===== config.mk =====
export PLATFORM = sky130hd
export DESIGN_NAME = acq_unit
export DESIGN_NICKNAME = d
export VERILOG_FILES = /design/src/logic/acq_pkg.sv /design/src/logic/ax_if.sv /design/src/logic/acq_unit.sv /design/src/logic/acq_regs.sv /design/src/logic/ax_streamer.sv /design/src/logic/dram_prefetch.sv
export VERILOG_INCLUDE_DIRS = /design/src /design/src/include
export SDC_FILE = /design/constraint.sdc
export NUM_CORES = 1
export LEC_CHECK = 0
export ABC_AREA = 0
export BUFFER_PORTS_ARGS = -buffer_cell sky130_fd_sc_hd__buf_2
export CAP_MARGIN = 30
export CORE_MARGIN = 1
export CORE_UTILIZATION = 30
export DETAILED_ROUTE_END_ITERATION = 16
export HOLD_SLACK_MARGIN = 0.12
export PLACE_DENSITY = 0.59
export SLEW_MARGIN = 5
export SYNTH_ARGS = -nofsm -noshare
export SYNTH_HDL_FRONTEND = slang
export SYNTH_SLANG_ARGS = --single-unit

===== constraint.sdc =====
create_clock -name clk_i -period 2 [get_ports clk_i]
set_clock_uncertainty 0.05 [all_clocks]
set_input_delay 0.1 -clock clk_i [delete_from_list [all_inputs] [get_ports clk_i]]
set_output_delay 0.1 -clock clk_i [all_outputs]
set_load 0.005 [all_outputs]

===== src/include/acq_consts.svh =====
`ifndef ACQ_CONSTS_SVH
`define ACQ_CONSTS_SVH

// --------------------
// Bus and datapath widths
// --------------------

// Wishbone-like slave bus data width
`define ACQ_DATA_W 8

// One antenna sample as fetched from memory
// Three bus bytes per sample
`define ACQ_SAMPLE_W 24

// Width of the visibilities accumulators
// Also the width of the block-size output
`define ACQ_ACCUM_W 32

`endif

===== src/logic/acq_pkg.sv =====
`include "acq_consts.svh"

package acq_pkg;

   // Register map of the acquisition unit
   typedef enum logic [2:0] {
      AX_STREAM = 3'd0,
      AX_DATA1  = 3'd1,
      AX_DATA2  = 3'd2,
      AX_DATA3  = 3'd3,
      VX_STREAM = 3'd4,
      VX_STATUS = 3'd5,
      AQ_DEBUG  = 3'd6,
      AQ_STATUS = 3'd7
   } acq_addr_e;

   // AQ_DEBUG layout
   typedef struct packed {
      logic       mode;
      logic [3:0] pad;
      logic [2:0] delay;
   } aq_debug_t;

   // VX_STATUS layout, log2 of block size in low bits
   typedef struct packed {
      logic       available;
      logic       accessed;
      logic       pad;
      logic [4:0] log_block;
   } vx_status_t;

   // One bus byte, seen raw or through a register view
   typedef union packed {
      logic [`ACQ_DATA_W-1:0] raw;
      aq_debug_t              dbg;
      vx_status_t             vx;
   } acq_reg_u;

   // Antenna sample word
   typedef logic [`ACQ_SAMPLE_W-1:0] sample_t;

endpackage


===== src/logic/ax_if.sv =====
`include "acq_consts.svh"

interface ax_if
   import acq_pkg::*;
();

   // Stream read accepted on the bus
   logic                   send;
   // Byte at the current stream index
   logic [`ACQ_DATA_W-1:0] stream_byte;
   // Sample held by the prefetcher
   sample_t                sample;
   logic                   sample_valid;

   modport regs (output send, input stream_byte, input sample, input sample_valid);

   modport streamer (input send, output stream_byte, output sample, output sample_valid);

endinterface


===== src/logic/acq_unit.sv =====
`include "acq_consts.svh"

module acq_unit
   import acq_pkg::*;
(
   input  logic                    clk_i,
   input  logic                    rst_i,
   // Wishbone-like slave bus
   input  logic                    cyc_i,
   input  logic                    stb_i,
   input  logic                    we_i,
   input  logic [2:0]              adr_i,
   input  logic [`ACQ_DATA_W-1:0]  dat_i,
   output logic                    ack_o,
   output logic [`ACQ_DATA_W-1:0]  dat_o,
   // Sample memory port
   input  logic                    data_ready_i,
   output logic                    data_request_o,
   input  logic [`ACQ_SAMPLE_W-1:0] data_in_i,
   // SPI link status
   input  logic                    spi_busy_i,
   // Visibilities engine
   output logic                    vx_cyc_o,
   output logic                    vx_stb_o,
   output logic                    vx_we_o,
   input  logic                    vx_ack_i,
   input  logic [`ACQ_DATA_W-1:0]  vx_dat_i,
   input  logic                    vx_available_i,
   input  logic                    vx_accessed_i,
   output logic [`ACQ_ACCUM_W-1:0] blocksize_o,
   // Acquisition control
   output logic                    aq_debug_mode_o,
   output logic                    aq_enabled_o,
   output logic [2:0]              aq_sample_delay_o
);

   // Prefetcher to streamer
   sample_t fetched_data;
   logic    fetched_valid;
   logic    data_sent;

   ax_if ax ();

   dram_prefetch i_prefetch (
      .clk_i           (clk_i),
      .rst_i           (rst_i),
      .data_ready_i    (data_ready_i),
      .data_in_i       (data_in_i),
      .data_request_o  (data_request_o),
      .data_sent_i     (data_sent),
      .fetched_data_o  (fetched_data),
      .fetched_valid_o (fetched_valid)
   );

   ax_streamer i_streamer (
      .clk_i           (clk_i),
      .rst_i           (rst_i),
      .spi_busy_i      (spi_busy_i),
      .fetched_data_i  (fetched_data),
      .fetched_valid_i (fetched_valid),
      .data_sent_o     (data_sent),
      .ax              (ax.streamer)
   );

   acq_regs i_regs (
      .clk_i             (clk_i),
      .rst_i             (rst_i),
      .cyc_i             (cyc_i),
      .stb_i             (stb_i),
      .we_i              (we_i),
      .adr_i             (acq_addr_e'(adr_i)),
      .dat_i             (dat_i),
      .ack_o             (ack_o),
      .dat_o             (dat_o),
      .ax                (ax.regs),
      .vx_cyc_o          (vx_cyc_o),
      .vx_stb_o          (vx_stb_o),
      .vx_we_o           (vx_we_o),
      .vx_ack_i          (vx_ack_i),
      .vx_dat_i          (vx_dat_i),
      .vx_available_i    (vx_available_i),
      .vx_accessed_i     (vx_accessed_i),
      .blocksize_o       (blocksize_o),
      .aq_debug_mode_o   (aq_debug_mode_o),
      .aq_enabled_o      (aq_enabled_o),
      .aq_sample_delay_o (aq_sample_delay_o)
   );

endmodule


===== src/logic/acq_regs.sv =====
`include "acq_consts.svh"

module acq_regs
   import acq_pkg::*;
(
   input  logic                   clk_i,
   input  logic                   rst_i,
   // Wishbone-like slave bus
   input  logic                   cyc_i,
   input  logic                   stb_i,
   input  logic                   we_i,
   input  acq_addr_e              adr_i,
   input  logic [`ACQ_DATA_W-1:0] dat_i,
   output logic                   ack_o,
   output logic [`ACQ_DATA_W-1:0] dat_o,
   // Antenna data path
   ax_if.regs                     ax,
   // Visibilities read-back bus, master side
   output logic                   vx_cyc_o,
   output logic                   vx_stb_o,
   output logic                   vx_we_o,
   input  logic                   vx_ack_i,
   input  logic [`ACQ_DATA_W-1:0] vx_dat_i,
   input  logic                   vx_available_i,
   input  logic                   vx_accessed_i,
   output logic [`ACQ_ACCUM_W-1:0] blocksize_o,
   // Acquisition control
   output logic                   aq_debug_mode_o,
   output logic                   aq_enabled_o,
   output logic [2:0]             aq_sample_delay_o
);

   // First cycle of a held request only
   logic     req;
   logic     wr_en;
   // log2 of visibilities per block
   logic [4:0] log_block;
   acq_reg_u wr;
   acq_reg_u rd;

   assign req   = cyc_i && stb_i && !ack_o;
   assign wr_en = req && we_i;
   assign wr.raw = dat_i;

   // --------------------
   // Acknowledge
   // --------------------
   always_ff @(posedge clk_i) begin
      if (rst_i)
         ack_o <= 1'b0;
      else if (req)
         // Visibilities reads wait on the remote slave
         ack_o <= (adr_i == VX_STREAM) ? vx_ack_i : 1'b1;
      else
         ack_o <= 1'b0;
   end

   // --------------------
   // Read mux
   // --------------------
   always_comb begin
      rd.raw = '0;
      case (adr_i)
         AX_STREAM: rd.raw = ax.stream_byte;
         AX_DATA1:  rd.raw = ax.sample[`ACQ_SAMPLE_W-1 -: `ACQ_DATA_W];
         AX_DATA2:  rd.raw = ax.sample[2*`ACQ_DATA_W-1 -: `ACQ_DATA_W];
         AX_DATA3:  rd.raw = ax.sample[`ACQ_DATA_W-1:0];
         VX_STREAM: rd.raw = vx_dat_i;
         VX_STATUS: begin
            rd.vx.available = vx_available_i;
            rd.vx.accessed  = vx_accessed_i;
            rd.vx.log_block = log_block;
         end
         AQ_DEBUG: begin
            rd.dbg.mode  = aq_debug_mode_o;
            rd.dbg.delay = aq_sample_delay_o;
         end
         // Bit 1 is the read-only sample-valid flag
         AQ_STATUS: rd.raw = {{(`ACQ_DATA_W-2){1'b0}}, ax.sample_valid, aq_enabled_o};
         default:   rd.raw = '0;
      endcase
   end

   // Captured on each request cycle, last one wins for slow VX reads
   always_ff @(posedge clk_i) begin
      if (req && !we_i)
         dat_o <= rd.raw;
   end

   // --------------------
   // Write decode
   // --------------------
   always_ff @(posedge clk_i) begin
      if (rst_i) begin
         aq_enabled_o      <= 1'b0;
         aq_debug_mode_o   <= 1'b0;
         aq_sample_delay_o <= 3'd0;
         log_block         <= 5'd0;
         blocksize_o       <= '0;
      end else if (wr_en) begin
         case (adr_i)
            VX_STATUS: begin
               log_block   <= wr.vx.log_block;
               // 2^n - 1, used as a block counter limit
               blocksize_o <= (`ACQ_ACCUM_W'(1) << wr.vx.log_block) - `ACQ_ACCUM_W'(1);
            end
            AQ_DEBUG: begin
               aq_debug_mode_o   <= wr.dbg.mode;
               aq_sample_delay_o <= wr.dbg.delay;
            end
            AQ_STATUS: aq_enabled_o <= wr.raw[0];
            default: ;
         endcase
      end
   end

   // --------------------
   // Streamer and visibilities strobes
   // --------------------
   assign ax.send  = req && !we_i && (adr_i == AX_STREAM);
   assign vx_cyc_o = cyc_i;
   assign vx_stb_o = stb_i && (adr_i == VX_STREAM);
   // Read-back only
   assign vx_we_o  = 1'b0;

   // Master drops stb after ack, so no back-to-back acks
   a_ack_single : assert property (
      @(posedge clk_i) disable iff (rst_i) ack_o |=> !ack_o
   );

endmodule


===== src/logic/ax_streamer.sv =====
`include "acq_consts.svh"

module ax_streamer
   import acq_pkg::*;
(
   input  logic    clk_i,
   input  logic    rst_i,
   // Low while no SPI transfer, parks the index
   input  logic    spi_busy_i,
   input  sample_t fetched_data_i,
   input  logic    fetched_valid_i,
   output logic    data_sent_o,
   ax_if.streamer  ax
);

   // Byte index into the current sample, 0 is the MSB
   logic [1:0] index;
   logic       wrap;

   assign wrap = (index == 2'd2);

   // Prefetched sample goes straight to the register block
   assign ax.sample       = fetched_data_i;
   assign ax.sample_valid = fetched_valid_i;

   // --------------------
   // Byte select
   // --------------------
   always_comb begin
      case (index)
         2'd0:    ax.stream_byte = fetched_data_i[`ACQ_SAMPLE_W-1 -: `ACQ_DATA_W];
         2'd1:    ax.stream_byte = fetched_data_i[2*`ACQ_DATA_W-1 -: `ACQ_DATA_W];
         2'd2:    ax.stream_byte = fetched_data_i[`ACQ_DATA_W-1:0];
         default: ax.stream_byte = '0;
      endcase
   end

   // --------------------
   // Index and consumed pulse
   // --------------------
   always_ff @(posedge clk_i) begin
      if (rst_i || !spi_busy_i)
         index <= 2'd0;
      else if (ax.send)
         index <= wrap ? 2'd0 : index + 2'd1;
   end

   // Last byte read, ask for the next sample
   always_ff @(posedge clk_i) begin
      if (rst_i)
         data_sent_o <= 1'b0;
      else
         data_sent_o <= wrap && ax.send;
   end

   a_index_in_range : assert property (
      @(posedge clk_i) disable iff (rst_i) index != 2'd3
   );

endmodule


===== src/logic/dram_prefetch.sv =====
module dram_prefetch
   import acq_pkg::*;
(
   input  logic    clk_i,
   input  logic    rst_i,
   // Memory port
   input  logic    data_ready_i,
   input  sample_t data_in_i,
   output logic    data_request_o,
   // Towards the streamer
   input  logic    data_sent_i,
   output sample_t fetched_data_o,
   output logic    fetched_valid_o
);

   // Cleared by reset, kicks off the first fetch
   logic    booted;
   // One request outstanding at a time
   logic    req_pending;

   // --------------------
   // Request control
   // --------------------
   always_ff @(posedge clk_i) begin
      if (rst_i) begin
         booted         <= 1'b0;
         data_request_o <= 1'b0;
         req_pending    <= 1'b0;
      end else begin
         booted         <= 1'b1;
         // First fetch, then a refetch per consumed sample
         data_request_o <= (!booted || data_sent_i) && !req_pending;
         if (data_ready_i)
            req_pending <= 1'b0;
         else if (data_request_o)
            req_pending <= 1'b1;
      end
   end

   // --------------------
   // Sample capture
   // --------------------
   always_ff @(posedge clk_i) begin
      if (rst_i) begin
         fetched_valid_o <= 1'b0;
      end else if (data_ready_i) begin
         fetched_valid_o <= 1'b1;
      end else if (data_sent_i) begin
         // Sample used up, wait for the refetch
         fetched_valid_o <= 1'b0;
      end
   end

   // Payload word, no reset
   always_ff @(posedge clk_i) begin
      if (data_ready_i)
         fetched_data_o <= data_in_i;
   end

   // Memory only answers an outstanding request
   a_ready_needs_request : assert property (
      @(posedge clk_i) disable iff (rst_i) data_ready_i |-> req_pending
   );

   // Streamer only consumes a valid sample
   a_sent_needs_valid : assert property (
      @(posedge clk_i) disable iff (rst_i) data_sent_i |-> fetched_valid_o
   );

endmodule


Yosys cells after proc, flatten, opt, wreduce, memory -nomap -nowiden:

Index checks and enable logic that the tools add are counted.

* register bits: 82
* bits of input ports: 53
* output and inout port bits: 50
* logic and storage cells: 61

* $add $sub $neg: 2
* equal/unequal tests: 9
* shifts and indexed selects: 1
* multiplexer cells: 11
* bitwise gates (word level): 1
* reduce and logical (&&, ||, !) cells: 23

Operators by type and width (number)
* $shl A1 B5 Y32 const A: 1
* $sub A32 B2 Y32 const B: 1
* $pmux W3 S8: 1
* $pmux W8 S3: 1
* $eq A3 B3 Y1 const B: 4
* $pmux W2 S6: 1
* $logic_and A1 B1 Y1: 8
* $pmux W1 S8: 1
* $eq A3 B2 Y1 const B: 2
* $pmux W1 S6: 1
* $reduce_and A2 Y1: 3
* $logic_not A1 Y1: 5
* $pmux W1 S5: 1
* $mux W1: 4
* $reduce_or A2 Y1: 2
* $eq A3 B1 Y1 const B: 1
* $logic_not A3 Y1: 1
* $add A2 B1 Y2 const B: 1
* $eq A2 B1 Y1 const B: 1
* $eq A2 B2 Y1 const B: 1
* $logic_not A2 Y1: 1
* $logic_or A1 B1 Y1: 2
* $mux W2: 1
* $reduce_bool A2 Y1: 1
* $not A1 Y1: 1

Depth between registers and ports, before layout:

* depth after elaboration: 5
* gate-level depth with buffers: 9
* depth with buffers taken out: 7

Modules after synthesis:

Synthesis repeated with hierarchy kept, for this count alone.

* cell total of the unflattened synthesis: 418
* area, all modules: 4106.4 um^2

By module, submodules not included
* acq_regs: times used 1, cells each 327, area each 2780.2 um^2, seq. area each 1101.1 um^2
* dram_prefetch: times used 1, cells each 35, area each 843.3 um^2, seq. area each 800.8 um^2
* ax_streamer: times used 1, cells each 56, area each 483.0 um^2, seq. area each 60.1 um^2

Least setup slack after synthesis:

No wires, ideal clock.

* kind: reg-to-reg
* start: register i_regs.ack_o
* end: register i_streamer.index[0]
* setup time: 0.115 ns
* arrival: 1.852 ns
* data required time: 1.835 ns
* setup slack: -0.016 ns
* stages on the path, launching flop included: 5
* buffers on the path: 0
* clock period less this slack: 2.016 ns
* path through: dfxtp_1 nor4bb_1 nand2_1 mux2i_1 nor2_1

* cells in the longest elaborated chain, start to end: 4

RTL lines
* start: declaration: line acq_regs.sv:14 `output logic ack_o,`
* start signal: assignment: line acq_regs.sv:53 `ack_o <= (adr_i == VX_STREAM) ? vx_ack_i : 1'b1;`
* $logic_not A1 Y1: line acq_regs.sv:41 `assign req = cyc_i && stb_i && !ack_o;`
* $logic_and A1 B1 Y1: line acq_regs.sv:41
* $logic_and A1 B1 Y1 (2 in series): line acq_regs.sv:120 `assign ax.send = req && !we_i && (adr_i == AX_STREAM);`
* end signal: assignment: line ax_streamer.sv:45 `index <= wrap ? 2'd0 : index + 2'd1;`
* end: declaration: line ax_streamer.sv:17 `logic [1:0] index;`

Every way passes these cells.
A chain may end at the register's enable or synchronous reset.

Worst setup path after layout:

* start: input dat_i[1]
* end: register i_regs.blocksize_o[10]

* cells in the longest elaborated chain, start to end: 2

RTL lines
* start: declaration: line acq_unit.sv:13 `` input logic [`ACQ_DATA_W-1:0] dat_i, ``
* $shl A1 B5 Y32 (no source line)
* $sub A32 B2 Y32: line acq_regs.sv:105 `` blocksize_o <= (`ACQ_ACCUM_W'(1) << wr.vx.log_block) - `ACQ_ACCUM_W'(1); ``
* end signal: assignment: line acq_regs.sv:105
* end: declaration: line acq_regs.sv:26 `` output logic [`ACQ_ACCUM_W-1:0] blocksize_o, ``

Every way passes these cells.

==> results.txt <==
Worst-path clk slew = 0.06 ns
Largest net degree at the start of global routing = 34
Final Hold Viols = 0
Critical setup path kind = input port to register
Worst-Margin Slew = 0.756 ns
Filler cells = 1,237
Die Width = 115 um
Core ar. = 12,600 um2
Total CTS buffers = 9
Hold Crit Depth = 2
Syn Area/Cell = 9.69 um2
Initial DRC count = 276
Worst Reg-to-Reg Cells = 4
Seq/Total Area, Yosys = 50.9%
Final #Nets = 581
Post-DR wirelength/cell = 15.7 um
Share of post-route cells with drive strength above 1 = 29.9%
Internal power = 3.00 mW
Psw = 878 uW
Synth warnings = 0
Vias = 3,530
Initial Utilization = 30.7%
Vias in the first global route = 3,469
TNS Setup = 0 ns
EDFF count, synth = 32
Clock Path Buffers = 2
RSZ-0062 raised after global routing = no
Input/output buffers = 99
Cells after synthesis = 398
Logic pwr share = 10.8%
Die height = 115 um
Routability congestion estimate = 0.832
Crit path arrival time = 2.11 ns
Initial antenna violation count = 0
Tot GR Track Use = 17.0%
Fin crit share = 95.0%
Drc violations = 0
Leak = 2.08 nW
DRT Wirelength = 11.1 mm
Peak supply drop = 466 uV
FF+latch count, synth = 82
Worst Setup End Kind = register
# rows = 41
Worst Min Path Start = rst_i
Share of total power in the clock network = 41.8%
RR Endpoint = i_regs.dat_o[5]
CP startpoint kind = input port
CP max FO = 6
CTS sink cnt = 82
Hold Path Class = input port to register
IO Count = 103
Reg power frac = 47.4%
Postcts setup bufs = 0
Gr ovfl total = 0
Headroom to the max-slew limit = 49.5%
Drt pass-1 iters = 4
CP required = 2.21 ns
Pwr dens = 741 nW/um2
First-pass GRT wire length = 17.4 mm
Worst reg2reg setup slack = 0.27 ns
Synth-to-layout area growth = 35.8%
Root Buffer = clkbuf_16
Via/cell ratio = 5.01
H-tree Lvls = 3
Worst r2r src = i_streamer.index[1]
Hold_ws = 0.135 ns
Inserted Diodes = 0
Area after DPL = 4640 um2
Full die area = 13,300 um2
Hold Crit Endpoint = i_prefetch.booted
Status = finished, final reports clean
Ys async rst share = 0%
Post-layout min period = 1.90 ns
Clk Latency, worst-skew pair = 0.34 ns
Count of cell types in the netlist = 57
DPL Wire Length = 7.70 mm
Top FF cell, synth = dfxtp_1
Slew Viols, Final = 0
CTS tree = built
Mapped Nets = 452
Mapped Area = 3860 um2
Design Area, Final = 5240 um2
Sw frac = 22.6%
Fmax = 526 MHz
# setup viols final = 0
Max-cap violations = 0
Antenna Nets Post-Route = 0
[final cells by class]
| cell class | count | area [um2] | share of cell area [%] |
|---|---|---|---|
| clock buffer | 13 | 250 | 4.78 |
| timing repair buffer | 157 | 1040 | 19.9 |
| sequential | 82 | 1960 | 37.5 |
| clock inverter | 3 | 38.8 | 0.741 |
| multi-input combinational | 274 | 1720 | 32.8 |
| tap | 172 | 215 | 4.11 |
| inverter | 3 | 11.3 | 0.215 |
[logic make-up (layout without fill, tap and decap cells)]
family / Yosys count / count (layout) / synth area share [%]
adder cells (fa/ha/maj): 1 / 1 / 0.324
other: 1 / 1 / 0.0972
flip-flops: 82 / 82 / 50.9
AND/OR/NAND/NOR: 129 / 129 / 16.7
multiplexers: 23 / 23 / 6.29
AO/OA/AOI/OAI: 119 / 119 / 20.4
buffers and inverters: 42 / 176 / 5.09
XOR/XNOR: 1 / 1 / 0.227
[registers in the layout (all words and copies together) (netlist names)]
signal,flops
i_regs.aq_debug_mode_o,1
i_prefetch.data_request_o,1
i_regs.blocksize_o,32
i_streamer.data_sent_o,1
i_prefetch.booted,1
i_prefetch.req_pending,1
i_regs.log_block,5
i_regs.aq_enabled_o,1
i_prefetch.fetched_valid_o,1
i_regs.ack_o,1
i_prefetch.fetched_data_o,24
i_regs.dat_o,8
i_regs.aq_sample_delay_o,3
i_streamer.index,2
[per-stage QoR]
stage	cells	power, mW	util [%]	setup WS (ns)
6_report	704	3.88	41.7	0.100
5_1_grt	704	4.03	41.7	0.00664
4_1_cts	704	3.91	41.6	0.0813
3_5_place_dp	658	2.24	36.9	0.0712
3_3_place_gp	658	2.24	36.9	0.123
2_1_floorplan	398	2.08	-	0.148
[power by group through the flow]
stage	clock (mW)	combinational, mW	sequential, mW
2_1_floorplan	0	0.216	1.86
3_3_place_gp	0	0.363	1.87
3_5_place_dp	0	0.367	1.87
4_1_cts	1.65	0.416	1.84
5_1_grt	1.72	0.459	1.84
6_report	1.62	0.419	1.84
[Yosys cell counts (2+ instances only)]
| cell type | instances | share of area (%) |
|---|---|---|
| a211oi_1 | 7 | 1.4 |
| a22oi_1 | 11 | 2.1 |
| buf_4 | 3 | 0.58 |
| o221ai_1 | 2 | 0.45 |
| nor3b_1 | 2 | 0.39 |
| nand3_1 | 10 | 1.3 |
| and2_1 | 3 | 0.49 |
| o22ai_1 | 3 | 0.49 |
| a221oi_1 | 3 | 0.68 |
| nor2b_1 | 8 | 1.3 |
| nor3_1 | 8 | 1.0 |
| buf_2 | 21 | 2.7 |
| nor2_1 | 32 | 3.1 |
| a22o_1 | 4 | 0.91 |
| nand2_1 | 40 | 3.9 |
| a21o_1 | 2 | 0.39 |
| nand2b_1 | 3 | 0.49 |
| nand3b_1 | 4 | 0.78 |
| nor4bb_1 | 2 | 0.52 |
| and3b_1 | 2 | 0.45 |
| a21boi_0 | 2 | 0.39 |
| o2bb2ai_1 | 2 | 0.45 |
| or3_1 | 2 | 0.32 |
| dfxtp_1 | 50 | 26 |
| o211ai_1 | 6 | 1.2 |
| a31oi_1 | 10 | 1.6 |
| or2_2 | 3 | 0.49 |
| edfxtp_1 | 32 | 25 |
| mux2_2 | 10 | 2.9 |
| clkbuf_1 | 13 | 1.3 |
| nand4_1 | 2 | 0.32 |
| o21ai_0 | 25 | 3.2 |
| inv_1 | 3 | 0.29 |
| and3_1 | 3 | 0.49 |
| a32oi_1 | 4 | 0.91 |
| a21oi_1 | 27 | 3.5 |
| mux2i_1 | 13 | 3.4 |
| o21a_1 | 2 | 0.39 |
[cells in the final DEF, fill, tap and decap left out, types with 13 or more instances in the layout]
| cell type | n |
|---|---|
| mux2i_1 | 13 |
| a21oi_1 | 27 |
| nor2_1 | 32 |
| dlygate4sd3_1 | 30 |
| dfxtp_1 | 50 |
| buf_2 | 99 |
| edfxtp_1 | 32 |
| nand2_1 | 40 |
| o21ai_0 | 25 |
| buf_4 | 25 |
[layer usage]
| layer | global-route usage, % | wire (um) | vias up |
|---|---|---|---|
| met2 | 29.8 | 5430 | 122 |
| met5 | 0 | 0 | - |
| li1 | - | - | 1724 |
| met4 | 4.94 | 114 | 0 |
| met1 | 20.5 | 4850 | 1671 |
| met3 | 4.38 | 688 | 13 |
[worst max-delay path, stage by stage]
cell and delay, ns:
dlygate4sd3_1 0.53, buf_2 0.14, nor2_1 0.12, nand2_1 0.08, ha_1 0.26, or3_4 0.38, o21ai_0 0.20, nand3_1 0.10
a31oi_1 0.18
[how the worst max path moves through the flow]
stage / start / end / slack [ns] / cells after the start
detailed placement: dat_i[2] / i_regs.blocksize_o[10] / 0.07 / 9
global route: dat_i[1] / i_regs.blocksize_o[4] / 0.007 / 9
floorplan: dat_i[3] / i_regs.blocksize_o[4] / 0.15 / 8
finish: dat_i[1] / i_regs.blocksize_o[10] / 0.10 / 9
CTS: dat_i[1] / i_regs.blocksize_o[10] / 0.08 / 9
global placement: dat_i[2] / i_regs.blocksize_o[4] / 0.12 / 9
[timing repair]
action                                  in CTS  in global routing
endpoints found under the hold margin       30                  0
endpoints found under the setup margin       0                  3
gates resized for setup                      0                  2
hold buffers                                30                  0
No activity file was read; power rests on OpenSTA's default activity.
